===== config.mk =====
export PLATFORM = sky130hd
export DESIGN_NAME = pad_port_top
export DESIGN_NICKNAME = d
export VERILOG_FILES = /design/src/verilog/pad_pkg.sv /design/src/verilog/port_pkg.sv /design/src/verilog/mouse_tracker.sv /design/src/verilog/nibble_select.sv /design/src/verilog/pad_port_top.sv /design/src/verilog/port_sequencer.sv
export SDC_FILE = /design/constraint.sdc
export NUM_CORES = 1
export LEC_CHECK = 0
export BUFFER_PORTS_ARGS = -buffer_cell sky130_fd_sc_hd__buf_2
export CORE_UTILIZATION = 49
export CTS_CLUSTER_DIAMETER = 150
export DETAILED_ROUTE_END_ITERATION = 7
export PLACE_DENSITY = 0.83
export SYNTH_ARGS = -nofsm -noshare
export SYNTH_HDL_FRONTEND = slang
export SYNTH_SLANG_ARGS = --single-unit

===== constraint.sdc =====
create_clock -name clk_sys -period 2.8 [get_ports clk_sys]
set_input_delay 0.28 -clock clk_sys [delete_from_list [all_inputs] [get_ports clk_sys]]
set_output_delay 0.28 -clock clk_sys [all_outputs]
set_load 0.02 [all_outputs]

===== src/verilog/pad_pkg.sv =====
// ==================================================
// Pad definitions for the console controller port
// Host joystick word, encoded port word, nibble
// ==================================================

package pad_pkg;

	// ==================================================
	// Raw host joystick word, active high
	// ==================================================
	typedef logic [31:0] pad_word_t;

	// Direction bits
	localparam int unsigned PAD_RIGHT = 0;
	localparam int unsigned PAD_LEFT  = 1;
	localparam int unsigned PAD_DOWN  = 2;
	localparam int unsigned PAD_UP    = 3;

	// Button groups, four bits each
	localparam int unsigned PAD_BTN_LSB = 4;  // I, II, Select, Run
	localparam int unsigned PAD_EXT_LSB = 8;  // Six-button extras

	// Select and Run, also reported in mouse mode
	localparam int unsigned PAD_SELECT = 6;
	localparam int unsigned PAD_RUN    = 7;

	// ==================================================
	// Encoded port word, all fields active low
	// ==================================================
	// Nibble 0  ~buttons
	// Nibble 1  ~{left, down, right, up}
	// Nibble 2  ~extra buttons
	// Nibble 3  zero
	typedef logic [15:0] port_word_t;

	typedef logic [3:0] nibble_t;  // One read by the console

	localparam int unsigned PAD_COUNT = 5;  // Multitap ports

	// Ports past the last pad read as nothing pressed
	localparam port_word_t EMPTY_PORT_WORD = 16'h0FFF;

endpackage


===== src/verilog/port_pkg.sv =====
// ==================================================
// Port sequencing types for the controller port
// Multitap index, nibble index, mouse read phase
// ==================================================

package port_pkg;

	// Multitap port number, wraps at 8
	typedef logic [2:0] port_idx_t;

	// Nibble within a port word
	// High bit is the six-button bank, low bit is select
	typedef logic [1:0] nibble_idx_t;

	// ==================================================
	// Mouse
	// ==================================================

	// One phase per clear pulse, in read order
	typedef enum logic [1:0] {
		MOUSE_X_HIGH = 2'd0,
		MOUSE_X_LOW  = 2'd1,
		MOUSE_Y_HIGH = 2'd2,
		MOUSE_Y_LOW  = 2'd3
	} mouse_phase_t;

	typedef logic signed [7:0] mouse_delta_t;  // Movement since last handover

	// Cycles with clear low before the phase rewinds
	localparam int unsigned MOUSE_TIMEOUT_DEFAULT = 32767;

endpackage


===== src/verilog/mouse_tracker.sv =====
// ==================================================
// Mouse movement capture and four-phase nibble read
// ==================================================

`timescale 1ns/10ps

module mouse_tracker
	import pad_pkg::*;
	import port_pkg::*;
(
	input  logic       clk_sys,
	input  logic       rst,
	input  logic [8:0] mouse_x,
	input  logic [8:0] mouse_y,
	input  logic       mouse_strobe,
	input  logic       phase_step,
	input  logic       phase_rewind,
	output nibble_t    mouse_nibble
);

	mouse_phase_t phase;
	mouse_delta_t pend_x;
	mouse_delta_t pend_y;
	mouse_delta_t shown_x;
	mouse_delta_t shown_y;
	logic         handover;

	// Last nibble read, latch the next pair
	assign handover = phase_step && (phase == MOUSE_Y_LOW);

	always_ff @(posedge clk_sys) begin
		if (rst) begin
			phase   <= MOUSE_Y_LOW;
			pend_x  <= '0;
			pend_y  <= '0;
			shown_x <= '0;
			shown_y <= '0;
		end else begin
			if (phase_rewind) begin
				phase <= MOUSE_Y_LOW;
			end else if (phase_step) begin
				phase <= mouse_phase_t'(phase + 2'd1);
			end

			if (handover) begin
				shown_x <= pend_x;
				shown_y <= pend_y;
				pend_x  <= '0;
				pend_y  <= '0;
			end

			// A fresh report overrides the clear above
			if (mouse_strobe) begin
				pend_x <= mouse_delta_t'(8'd0 - mouse_x[7:0]);  // Console X is inverted
				pend_y <= mouse_delta_t'(mouse_y[7:0]);
			end
		end
	end

	always_comb begin
		case (phase)
			MOUSE_X_HIGH: mouse_nibble = shown_x[7:4];
			MOUSE_X_LOW:  mouse_nibble = shown_x[3:0];
			MOUSE_Y_HIGH: mouse_nibble = shown_y[7:4];
			default:      mouse_nibble = shown_y[3:0];
		endcase
	end

	// Step comes from a clear edge, rewind only while clear is low
	a_step_rewind_excl: assert property (
		@(posedge clk_sys) disable iff (rst)
		!(phase_step && phase_rewind)
	) else $error("mouse phase stepped and rewound in the same cycle");

endmodule


===== src/verilog/nibble_select.sv =====
// ==================================================
// Pad encoding and nibble selection for the console
// Swap, mouse substitution, registered output
// ==================================================

`timescale 1ns/10ps

module nibble_select
	import pad_pkg::*;
	import port_pkg::*;
(
	input  logic        clk_sys,
	input  logic        rst,
	input  pad_word_t   joy_a,
	input  pad_word_t   joy_b,
	input  pad_word_t   joy_2,
	input  pad_word_t   joy_3,
	input  pad_word_t   joy_4,
	input  logic        joy_swap,
	input  logic        mouse_en,
	input  logic [1:0]  mouse_btn,
	input  nibble_t     mouse_nibble,
	input  port_idx_t   port_idx,
	input  nibble_idx_t nibble_idx,
	input  logic [1:0]  joy_out,
	output nibble_t     joy_in
);

	// Pack one pad into the active-low port layout
	function automatic port_word_t encode_pad(input pad_word_t pad);
		port_word_t word;
		word[3:0]   = ~pad[PAD_BTN_LSB +: 4];
		word[7:4]   = ~{pad[PAD_LEFT], pad[PAD_DOWN], pad[PAD_RIGHT], pad[PAD_UP]};
		word[11:8]  = ~pad[PAD_EXT_LSB +: 4];
		word[15:12] = 4'h0;
		return word;
	endfunction

	pad_word_t  joy_0;
	pad_word_t  joy_1;
	logic [7:0] mouse_byte;
	port_word_t pad_words [PAD_COUNT];
	port_word_t sel_word;
	nibble_t    sel_nibble;

	// ==================================================
	// Swap and encode
	// ==================================================
	assign joy_0 = joy_swap ? joy_b : joy_a;
	assign joy_1 = joy_swap ? joy_a : joy_b;

	// Low nibble is Run, Select and the two mouse buttons
	assign mouse_byte[3:0] = ~{joy_0[PAD_RUN], joy_0[PAD_SELECT], mouse_btn[0], mouse_btn[1]};
	assign mouse_byte[7:4] = mouse_nibble;

	assign pad_words[0] = mouse_en ? {mouse_byte, mouse_byte} : encode_pad(joy_0);
	assign pad_words[1] = encode_pad(joy_1);
	assign pad_words[2] = encode_pad(joy_2);
	assign pad_words[3] = encode_pad(joy_3);
	assign pad_words[4] = encode_pad(joy_4);

	// ==================================================
	// Port and nibble select
	// ==================================================
	always_comb begin
		if (port_idx < PAD_COUNT) begin
			sel_word = pad_words[port_idx];
		end else begin
			sel_word = EMPTY_PORT_WORD;  // Nothing plugged in
		end
	end

	assign sel_nibble = sel_word[{nibble_idx, 2'b00} +: 4];

	always_ff @(posedge clk_sys) begin
		if (rst) begin
			joy_in <= '0;
		end else if (joy_out[1]) begin
			joy_in <= '0;  // Console reads zero during clear
		end else begin
			joy_in <= sel_nibble;
		end
	end

	a_clear_reads_zero: assert property (
		@(posedge clk_sys) disable iff (rst)
		joy_out[1] |=> (joy_in == '0)
	) else $error("joy_in not zero after clear");

endmodule


===== src/verilog/pad_port_top.sv =====
// ==================================================
// Console controller port, pads and mouse to nibbles
// ==================================================

`timescale 1ns/10ps

module pad_port_top
	import pad_pkg::*;
	import port_pkg::*;
#(
	parameter int unsigned MOUSE_TIMEOUT = MOUSE_TIMEOUT_DEFAULT
) (
	input  logic       clk_sys,
	input  logic       rst,
	input  pad_word_t  joy_a,
	input  pad_word_t  joy_b,
	input  pad_word_t  joy_2,
	input  pad_word_t  joy_3,
	input  pad_word_t  joy_4,
	input  logic [8:0] mouse_x,
	input  logic [8:0] mouse_y,
	input  logic [1:0] mouse_btn,
	input  logic       mouse_strobe,
	input  logic       joy_swap,
	input  logic       turbotap,
	input  logic       buttons6,
	input  logic       mouse_en,
	input  logic [1:0] joy_out,
	output nibble_t    joy_in
);

	port_idx_t   port_idx;
	nibble_idx_t nibble_idx;
	logic        phase_step;
	logic        phase_rewind;
	nibble_t     mouse_nibble;

	port_sequencer #(
		.MOUSE_TIMEOUT (MOUSE_TIMEOUT)
	) port_sequencer_i (
		.clk_sys      (clk_sys),
		.rst          (rst),
		.joy_out      (joy_out),
		.turbotap     (turbotap),
		.buttons6     (buttons6),
		.port_idx     (port_idx),
		.nibble_idx   (nibble_idx),
		.phase_step   (phase_step),
		.phase_rewind (phase_rewind)
	);

	mouse_tracker mouse_tracker_i (
		.clk_sys      (clk_sys),
		.rst          (rst),
		.mouse_x      (mouse_x),
		.mouse_y      (mouse_y),
		.mouse_strobe (mouse_strobe),
		.phase_step   (phase_step),
		.phase_rewind (phase_rewind),
		.mouse_nibble (mouse_nibble)
	);

	nibble_select nibble_select_i (
		.clk_sys      (clk_sys),
		.rst          (rst),
		.joy_a        (joy_a),
		.joy_b        (joy_b),
		.joy_2        (joy_2),
		.joy_3        (joy_3),
		.joy_4        (joy_4),
		.joy_swap     (joy_swap),
		.mouse_en     (mouse_en),
		.mouse_btn    (mouse_btn),
		.mouse_nibble (mouse_nibble),
		.port_idx     (port_idx),
		.nibble_idx   (nibble_idx),
		.joy_out      (joy_out),
		.joy_in       (joy_in)
	);

endmodule


===== src/verilog/port_sequencer.sv =====
// ==================================================
// Select and clear edge tracking for the pad port
// Multitap port, six-button bank, mouse idle timeout
// ==================================================

`timescale 1ns/10ps

module port_sequencer
	import port_pkg::*;
#(
	parameter int unsigned MOUSE_TIMEOUT = MOUSE_TIMEOUT_DEFAULT
) (
	input  logic        clk_sys,
	input  logic        rst,
	input  logic [1:0]  joy_out,
	input  logic        turbotap,
	input  logic        buttons6,
	output port_idx_t   port_idx,
	output nibble_idx_t nibble_idx,
	output logic        phase_step,
	output logic        phase_rewind
);

	localparam int unsigned     TO_W    = $clog2(MOUSE_TIMEOUT + 1);
	localparam logic [TO_W-1:0] TO_LAST = TO_W'(MOUSE_TIMEOUT);

	logic            sel;
	logic            clr;
	logic            sel_q;
	logic            clr_q;
	logic            sel_rise;
	logic            clr_rise;
	logic            bank;
	logic [TO_W-1:0] idle_cnt;
	logic [TO_W-1:0] idle_next;

	assign sel = joy_out[0];
	assign clr = joy_out[1];

	assign sel_rise = sel && !sel_q;
	assign clr_rise = clr && !clr_q;

	// ==================================================
	// Edge history
	// ==================================================
	always_ff @(posedge clk_sys) begin
		if (rst) begin
			sel_q <= 1'b0;
			clr_q <= 1'b0;
		end else begin
			sel_q <= sel;
			clr_q <= clr;
		end
	end

	// ==================================================
	// Multitap port and button bank
	// ==================================================
	always_ff @(posedge clk_sys) begin
		if (rst) begin
			port_idx <= '0;
		end else if (clr) begin
			port_idx <= '0;  // Clear restarts the scan at port 0
		end else if (sel_rise && turbotap) begin
			port_idx <= port_idx + 3'd1;
		end
	end

	always_ff @(posedge clk_sys) begin
		if (rst || !buttons6) begin
			bank <= 1'b0;
		end else if (clr_rise) begin
			bank <= !bank;
		end
	end

	// Select picks the nibble directly, no extra stage
	assign nibble_idx = {bank, sel};

	// ==================================================
	// Mouse phase step and idle timeout
	// ==================================================
	always_comb begin
		if (clr) begin
			idle_next = '0;
		end else if (idle_cnt == TO_LAST) begin
			idle_next = idle_cnt;  // Saturate
		end else begin
			idle_next = idle_cnt + 1'b1;
		end
	end

	always_ff @(posedge clk_sys) begin
		if (rst) begin
			idle_cnt     <= '0;
			phase_step   <= 1'b0;
			phase_rewind <= 1'b0;
		end else begin
			idle_cnt     <= idle_next;
			phase_step   <= clr_rise;
			phase_rewind <= !clr && (idle_next == TO_LAST);
		end
	end

	a_clear_port_zero: assert property (
		@(posedge clk_sys) disable iff (rst)
		clr |=> (port_idx == '0)
	) else $error("multitap port not at 0 after clear");

endmodule

; Yosys cells after proc, flatten, opt, wreduce, memory -nomap -nowiden
; Cells that the tools add are included.
[word_totals]
reg_bits = 61
input_bits = 189
out_inout_bits = 4
elab_cells = 70
[op_classes]
n_addsub = 4
order_cmp = 2
eq_ne = 5
n_shift = 1
n_mux = 13
bitwise_logic = 17
reduce_logical = 15
[ops]
columns = cell, n
row1 = 16-bit two-way mux, 4
row2 = 4-bit NOT, 16
row3 = 16-bit binary-select mux with 3-bit select, 1
row4 = 15-bit == test (second input constant), 2
row5 = 15-bit two-way mux, 2
row6 = 12-bit two-way mux, 2
row7 = 8-bit two-way mux, 3
row8 = 16-bit by 5-bit variable part select with 4-bit output, 1
row9 = 15-bit by 1-bit adder with 15-bit output (second input constant), 1
row10 = 4-bit case mux with 3 select lines, 1
row11 = 1-bit by 8-bit subtractor with 8-bit output (first input constant), 1
row12 = 1-bit logical AND, 5
row13 = 1-bit logical NOT, 5
row14 = 2-bit == test (second input constant), 2
row15 = 4-bit greater-or-equal comparator (second input constant), 1
row16 = 3-bit NOT with 4-bit output, 1
row17 = 2-bit OR reduction, 2
row18 = 3-bit by 1-bit adder with 3-bit output (second input constant), 1
row19 = 3-bit < comparator (second input constant), 1
row20 = 2-bit by 1-bit adder with 2-bit output (second input constant), 1
row21 = 2-bit by 1-bit == test with 1-bit output (second input constant), 1
row22 = 2-bit logical NOT, 1
row23 = 2-bit nonzero test, 1
row24 = 1-bit logical OR, 1

; Depth between registers and ports, before layout
; Gate-level depths: netlist of run 1.
[logic_depth]
ltp_word = 8
mapped_depth = 7
depth_no_buf = 7

; Hierarchy
; Synthesis of run 1 repeated with hierarchy kept, for this count alone.
[hier_totals]
hier_cells = 449
hier_area_um2 = 3751.1
[by_module_without_submodules]
columns = mod, instances, cells_per_inst, area_per_inst_um2, seq_area_each_um2
row1 = mouse_tracker, 1, 175, 1478.9, 680.7
row2 = nibble_select, 1, 148, 1149.9, 80.1
row3 = port_sequencer, 1, 126, 1122.3, 460.4

; Worst setup path after synthesis of run 1
; OpenSTA, ideal clock, no wires.
[synth_timing]
kind = register to register
from = reg port_sequencer_i.idle_cnt[0]
to = reg port_sequencer_i.phase_rewind
t_arrival_ns = 1.755
setup_slack_ns = 0.957
path_stages_with_launch = 7
n_path_buf = 0
synth_period_minus_slack_ns = 1.843
cell_sequence = dfxtp_1 > ha_1 > nand3_1 > nor4_4 > a211o_1 > nand4_1 > nor4_2
[synth_via]
elab_chain_cells = 5
[synth_lines]
columns = item, line_no
row1 = "start, declared", port_sequencer.sv:34  ; logic [TO_W-1:0] idle_cnt;
row2 = "start signal, assigned", port_sequencer.sv:99  ; idle_cnt <= idle_next;
row3 = 15-bit by 1-bit adder with 15-bit output / 15-bit == test (equally long branches), "port_sequencer.sv:89, port_sequencer.sv:86"
row4 = 15-bit two-way mux (*), port_sequencer.sv:86  ; end else if (idle_cnt == TO_LAST) begin
row5 = 15-bit two-way mux (*), port_sequencer.sv:84  ; if (clr) begin
row6 = 15-bit == test (*), port_sequencer.sv:101  ; phase_rewind <= !clr && (idle_next == TO_LAST);
row7 = 1-bit logical AND (*), port_sequencer.sv:101
row8 = "end signal, assigned", port_sequencer.sv:101
row9 = "end, declared", port_sequencer.sv:21  ; output logic phase_rewind
; Mark *: on every way between the ends. The rest lies on a longest branch, timed or not.
; A chain may end at the register's enable or synchronous reset.

; Final worst setup path of run 1
; Same ends and word-level chain as after synthesis.

==> results_dict.tcl, run 1 <==
set metrics [dict create \
    synthArstFlopShare_pct 0 \
    p_int_mw 1.38 \
    synth_edf_count 0 \
    post-route-min-period_ns 2.22 \
    cts_setup_buffers 0 \
    hold_viol_final 0 \
    relSlewSlack_pct 32.8 \
    crit-reg2reg-launch "port_sequencer_i.idle_cnt[0]" \
    ys_seq_area_share_pct 33.0 \
    crit_fanout 9 \
    avgSynthCellArea_um2 7.90 \
    tightest_slew_ns 1.01 \
    diodes 0 \
    cap_violations 0 \
    synthDistinctLibCells 60 \
    syn-num-nets 665 \
    max_freq_ghz 0.451 \
    nets 743 \
    worstSetupPathType "register to register" \
    cp.required_ns 3.05 \
    timing.final.ws_setup_ns 0.582 \
    place_congestion 0.884 \
    drive_gt1_share_pct 24.7 \
    dpl.hpwl_mm 7.06 \
    grt_overflow_total 0 \
    r2r_slack_ns 0.58 \
    holdPathStages 3 \
    drc 0 \
    pre_cts_ws_ns 0.622 \
    r2r_cells 6 \
    finClkSkew_ns 0.00745 \
    rsz0062_at_grt "false" \
    synthFlopType "dfxtp_1" \
    hold-path-endpoint "mouse_tracker_i.pend_y[4]" \
    ios 193 \
    drt-initial-drc-count 212 \
    insertion_delay_ns 0.35 \
    yosys.area.top_type_share_pct 33.0 \
    design_area_um2 4370 \
    leakagePower_nw 1.76 \
    antenna_found_initial 0 \
    stdcell_count 650 \
    cts_buffer_depth 2 \
    synth_common_cells "64 x nand2_1, 61 x dfxtp_1, 59 x nor2_1" \
    seq_power_share_pct 47.6 \
    grt_max_degree 39 \
    num_vias 3718 \
    drtAntennaViolNets 0 \
    row_count 31 \
    crit_path_end_kind "register" \
    wirelength_mm 9.62 \
    root_buffer "clkbuf_8" \
    dp.cells 634 \
    comb_power_share_pct 16.1 \
    startpoint_type "register" \
    arrival_ns 2.47 \
    holdBufCountCts 0 \
    die_x_um 88.9 \
    ys_top_cells_by_area "dfxtp_1 33%, nand2_1 6.5%, a21oi_1 6.2%, nor2_1 6.0%, mux2i_1 5.7%" \
    power_density_nw_per_um2 442 \
    synth-warning-count 0 \
    setup_violations 0 \
    clkSinkCount 61 \
    track_usage_pct 24.7 \
    holdWs_ns 0.169 \
    die_h_um 88.9 \
    ir_drop_uv 265 \
    status "finished clean" \
    start_util_pct 50.7 \
    synth.cell_area_um2 3700 \
    r2r_end "port_sequencer_i.phase_rewind" \
    area_delta_synth_final_pct 18.2 \
    hp-class "primary input to register" \
    yosys.cell_count.top_type "nand2_1" \
    io_buffers 90 \
    cts_made_buffers 9 \
    syn_inst 468 \
    p_sw_uw 549 \
    min_from "mouse_y[4]" \
    clockPowerShare_pct 36.4 \
    final.period_utilization_pct 79.2 \
    grt_pass1_wl_mm 15.1 \
    coreArea_um2 7290 \
    place_area_um2 4190 \
    yosys.area.top_type "dfxtp_1" \
    die_area_um2 7900 \
    path_clk_slew_ns 0.07 \
    wl_per_cell_um 14.8 \
    ctsHtreeMaxLevel 3 \
    cts_resized 0 \
    routed_via_density 5.72 \
    power_switching_share_pct 28.4 \
    drtPass1Iterations 5 \
    finalSetupTns_ns 0 \
    cts_tree "yes" \
    maxSlewViolCount 0 \
    ys_ff_latch 61 \
    grt_pass1_vias 3446 \
]
[cells in the final DEF, fill, tap and decap left out, types with 8 or more instances in the layout]
cell type	synthesis	routed
inv_1	14	14
nor2b_1	9	9
buf_2	4	90
mux2_2	11	11
o21ai_0	12	12
ha_1	8	8
dfxtp_1	61	61
mux2i_1	21	21
a21oi_1	46	46
a211oi_1	9	9
nand3_1	11	11
a31oi_1	8	8
clkbuf_8	0	10
nand2_1	64	64
nor2_1	59	59
[worst max-delay path, cell delays in order, from the launching register on]
cell and delay [ns]:
dfxtp_1 0.43, ha_1 0.31, nand3_1 0.30, nor4_4 0.55, a211o_1 0.18, nand4_1 0.09
nor4_2 0.27
[how the worst max path moves through the flow]
stage | from | to | slack [ns] | cells past startpoint
2_1_floorplan | port_sequencer_i.idle_cnt[0] | port_sequencer_i.phase_rewind | 0.96 | 6
3_3_place_gp | port_sequencer_i.idle_cnt[0] | port_sequencer_i.phase_rewind | 0.66 | 6
3_5_place_dp | port_sequencer_i.idle_cnt[0] | port_sequencer_i.phase_rewind | 0.62 | 6
4_1_cts | port_sequencer_i.idle_cnt[0] | port_sequencer_i.phase_rewind | 0.59 | 6
5_1_grt | port_sequencer_i.idle_cnt[0] | port_sequencer_i.phase_rewind | 0.42 | 6
6_report | port_sequencer_i.idle_cnt[0] | port_sequencer_i.phase_rewind | 0.58 | 6
[power by group through the flow]
stage                     Sequential (mW)  Clock, mW  Combinational [mW]
after floorplan                     0.935          0               0.191
after global placement              0.937          0               0.296
after detailed placement            0.938          0               0.304
after CTS                           0.919      0.707               0.307
after global routing                0.922      0.754               0.340
final                               0.919      0.703               0.310
[kinds of logic (layout without fill, tap and decap cells)]
logic type,after synthesis,count (layout),synth area share [%]
AOI/OAI and AO/OA,116,116,20.3
xor gates and xnor gates,13,13,3.08
adders and majority gates,8,8,2.71
muxes,35,35,10.9
buffers and inverters,42,125,4.47
DFF,61,61,33.0
and+or+nand+nor,193,193,25.5
[stage by stage]
stage	power [mW]	utilization [%]
2_1_floorplan	1.13	-
3_3_place_gp	1.23	57.5
3_5_place_dp	1.24	57.5
4_1_cts	1.93	59.9
5_1_grt	2.02	59.9
6_report	1.93	59.9
[cell type report]
type / instances / area [um^2]
flip-flops and latches: 61 / 1220
clock inverters: 6 / 38.8
inverters: 15 / 56.3
clock buffers: 10 / 138
multi-input cells: 365 / 2310
repair buffers: 94 / 480
fillers: 669 / 2920
well taps: 99 / 124
[flip-flops by register name (all words and copies together), names as in the netlist]
| signal | count |
|---|---|
| port_sequencer_i.idle_cnt | 15 |
| mouse_tracker_i.pend_x | 8 |
| mouse_tracker_i.pend_y | 8 |
| mouse_tracker_i.shown_x | 8 |
| mouse_tracker_i.shown_y | 8 |
| nibble_select_i.joy_in | 4 |
| port_sequencer_i.port_idx | 3 |
| mouse_tracker_i.phase | 2 |
| port_sequencer_i.bank | 1 |
| port_sequencer_i.clr_q | 1 |
| port_sequencer_i.phase_rewind | 1 |
| port_sequencer_i.phase_step | 1 |
| port_sequencer_i.sel_q | 1 |
[layer usage]
layer | vias to the layer above | track usage (%) | wire length [um]
met1 | 1702 | 29.4 | 4150
li1 | 1837 | - | -
met4 | 0 | 9.24 | 164
met2 | 157 | 43.4 | 4610
met3 | 22 | 5.69 | 696
met5 | - | 0 | 0
Power figures use the tool's default switching activity.
==> inputs of run 2 (changes only) <==
- ABC_AREA: default -> 1
- CORE_UTILIZATION: 49 -> 46
- PLACE_DENSITY: 0.83 -> 0.78
- clock period: 2.8 -> 2.2 ns (I/O delays scaled with it)
==> run 2 against run 1 <==
Compared with the run above: clock power up 28%; die area up 7.6%; sequential share of layout area down 0.56 points; sequential power up 29%; synthesized cell count up 33%; global-route usage down 1.1 points; maximum frequency up 13%; non-clock buffer count up 4; via count up 15%; core utilization down 2.8 points; largest cell class unchanged; highest routed layer unchanged.
==> results_dict.tcl, run 2 <==
set metrics [dict create \
    area_delta_synth_final_pct 19.2 \
    synthFlopType "dfxtp_1" \
    cp_slowest_stage_delay_ns 0.41 \
    coreArea_um2 7810 \
    synth_common_cells "181 x nand2_1, 116 x nor2_1, 61 x dfxtp_1" \
    hold_viol_final 0 \
    arrival_ns 2.23 \
    cts_setup_buffers 0 \
    crit_slowest_cell "dfxtp_1" \
    fill_cells 792 \
    path_clk_slew_ns 0.06 \
    cts_tree "yes" \
    power_density_nw_per_um2 566 \
    clkSinkCount 61 \
    max_freq_ghz 0.509 \
    grt_max_degree 28 \
    largest_reg_flops 15 \
    holdWs_ns 0.136 \
    ir_drop_uv 500 \
    finalSetupTns_ns 0 \
    synth-xor-area-share_pct 1.87 \
    nets 904 \
    antenna_found_initial 0 \
    design_area_um2 4460 \
    synth-simple-area-share_pct 39.1 \
    synthArstFlopShare_pct 0 \
    ctsHtreeMaxLevel 3 \
    final_cell_mix "181 x nand2_1, 116 x nor2_1, 90 x buf_2" \
    ys_ff_latch 61 \
    drt-initial-drc-count 210 \
    status "finished clean" \
    tightest_slew_ns 0.551 \
    yosys.area.top_type_share_pct 32.6 \
    drc 0 \
    routed_via_density 5.24 \
    avgSynthCellArea_um2 6.03 \
    crit_fanout 18 \
    die_area_um2 8500 \
    min_from "mouse_y[2]" \
    crit_path_end_kind "register" \
    drtAntennaViolNets 0 \
    drtPass1Iterations 5 \
    wl_per_cell_um 12.1 \
    insertion_delay_ns 0.33 \
    critPathLaunch "port_sequencer_i.idle_cnt[0]" \
    dpl.hpwl_mm 7.58 \
    synth_top_family_by_area "simple AND/OR/NAND/NOR gates" \
    yosys.area_share.adder_pct 2.67 \
    leakagePower_nw 2.18 \
    stdcell_count 813 \
    cts_made_buffers 9 \
    startpoint_type "register" \
    drive_gt1_share_pct 17.4 \
    grt_pass1_vias 3749 \
    r2r_slack_ns 0.24 \
    synthDistinctLibCells 31 \
    synth_edf_count 0 \
    die_h_um 92.2 \
    maxSlewViolCount 0 \
    yosys.area.top_type "dfxtp_1" \
    track_usage_pct 23.6 \
    cts_resized 0 \
    place_congestion 0.906 \
    setup_violations 0 \
    root_buffer "clkbuf_8" \
    row_count 32 \
    dp.cells 798 \
    r2r_end "port_sequencer_i.phase_rewind" \
    synth_compound_area_share_pct 15.3 \
    start_util_pct 47.9 \
    post-route-min-period_ns 1.96 \
    ys_seq_area_share_pct 32.6 \
    grt_pass1_wl_mm 16.1 \
    total_power_mw 2.52 \
    yosys.cell_count.top_type "nand2_1" \
    die_x_um 92.2 \
    cp.required_ns 2.47 \
    rsz0062_at_grt "false" \
    finClkSkew_ns 0.00762 \
    final_common_cell "nand2_1" \
    cp_cell_sequence "ha_1, nand3_2, nor3_4, nand2_4, a21oi_1, nand2_1, nor2_1, nand2_1, nor2_1" \
    syn_inst 621 \
    ios 193 \
    muxShareOfSynthArea_pct 0 \
    synth.cell_area_um2 3740 \
    hp-class "primary input to register" \
    cts_buffer_depth 2 \
    final.period_utilization_pct 89.3 \
    wirelength_mm 9.87 \
    num_vias 4259 \
    io_buffers 90 \
    synth-warning-count 0 \
    ys_top_cells_by_area "dfxtp_1 33%, nand2_1 18%, nor2_1 12%, a21oi_1 6.2%, o21ai_0 6.0%" \
    place_area_um2 4270 \
    syn-num-nets 818 \
    relSlewSlack_pct 63.3 \
    hold-path-endpoint "mouse_tracker_i.pend_y[2]" \
    worstSetupPathType "register to register" \
    r2r_cells 9 \
    crit-reg2reg-launch "port_sequencer_i.idle_cnt[0]" \
    diodes 0 \
    cap_violations 0 \
    holdBufCountCts 0 \
    holdPathStages 3 \
    regMostFlops "port_sequencer_i.idle_cnt" \
    grt_overflow_total 0 \
]
-- run 2: changes by cell type in the layout (fill, tap and decap cells not counted), moves of 5 or more --
cell      delta
o21ai_1      +7
a211oi_1     -8
nand2b_1     -7
mux2_2      -11
mux2i_1     -21
nand2_1    +117
o21a_1       -5
inv_1       +39
nor2b_1      -9
nand3_1     +24
o21ai_0     +33
a31oi_1      -8
nor2_1      +57
-- run 2: worst max-delay path by stage --
stage,end,slack (ns),cells past startpoint
final,port_sequencer_i.phase_rewind,0.24,9
after global routing,port_sequencer_i.phase_rewind,0.09,9
after global placement,port_sequencer_i.phase_rewind,0.26,9
after detailed placement,port_sequencer_i.phase_rewind,0.27,9
after CTS,port_sequencer_i.phase_rewind,0.23,9
after floorplan,port_sequencer_i.phase_rewind,0.64,10
-- run 2: logic make-up after synthesis --
kind of cell,Yosys count
AO/OA/AOI/OAI,109
flip-flops,61
adder cells (fa/ha/maj),8
AND/OR/NAND/NOR,356
XOR/XNOR,8
buffers and inverters,79
-- run 2: stage by stage --
| step | utilization (%) | worst slack, ns |
|---|---|---|
| after floorplan | - | 0.643 |
| after global placement | 54.7 | 0.255 |
| after detailed placement | 54.7 | 0.269 |
| after CTS | 57.1 | 0.229 |
| after global routing | 57.1 | 0.0854 |
| final | 57.1 | 0.235 |
-- run 2: area by class of cell --
type                    instances  area [um^2]  area share, %
clock buffers                  12          165           3.70
clock inverters                 3         20.0          0.449
inverters                      56          210           4.71
multi-input cells             481         2200           49.4
flip-flops and latches         61         1220           27.4
well taps                     102          128           2.86
repair buffers                 98          510           11.4
-- run 2: where the power goes --
| part | internal (mW) | switching, mW | total, mW |
|---|---|---|---|
| logic | 0.174 | 0.261 | 0.435 |
| registers | 1.16 | 0.0338 | 1.19 |
| clock network | 0.492 | 0.407 | 0.899 |
-- run 2: critical path, delay by kind of cell, from the launching register on --
kind | cells | cell delay, ns
flops | 1 | 0.41
fa+ha+maj | 1 | 0.24
simple gates | 7 | 1.01
compound gates | 1 | 0.22
-- run 2: routing by layer --
layer	GRT usage [%]	share of wire (%)	up-vias
met5	0	0	-
met3	4.64	7.3	26
li1	-	-	2158
met1	28.7	44	1893
met4	12.2	3.6	0
met2	39.4	45	182
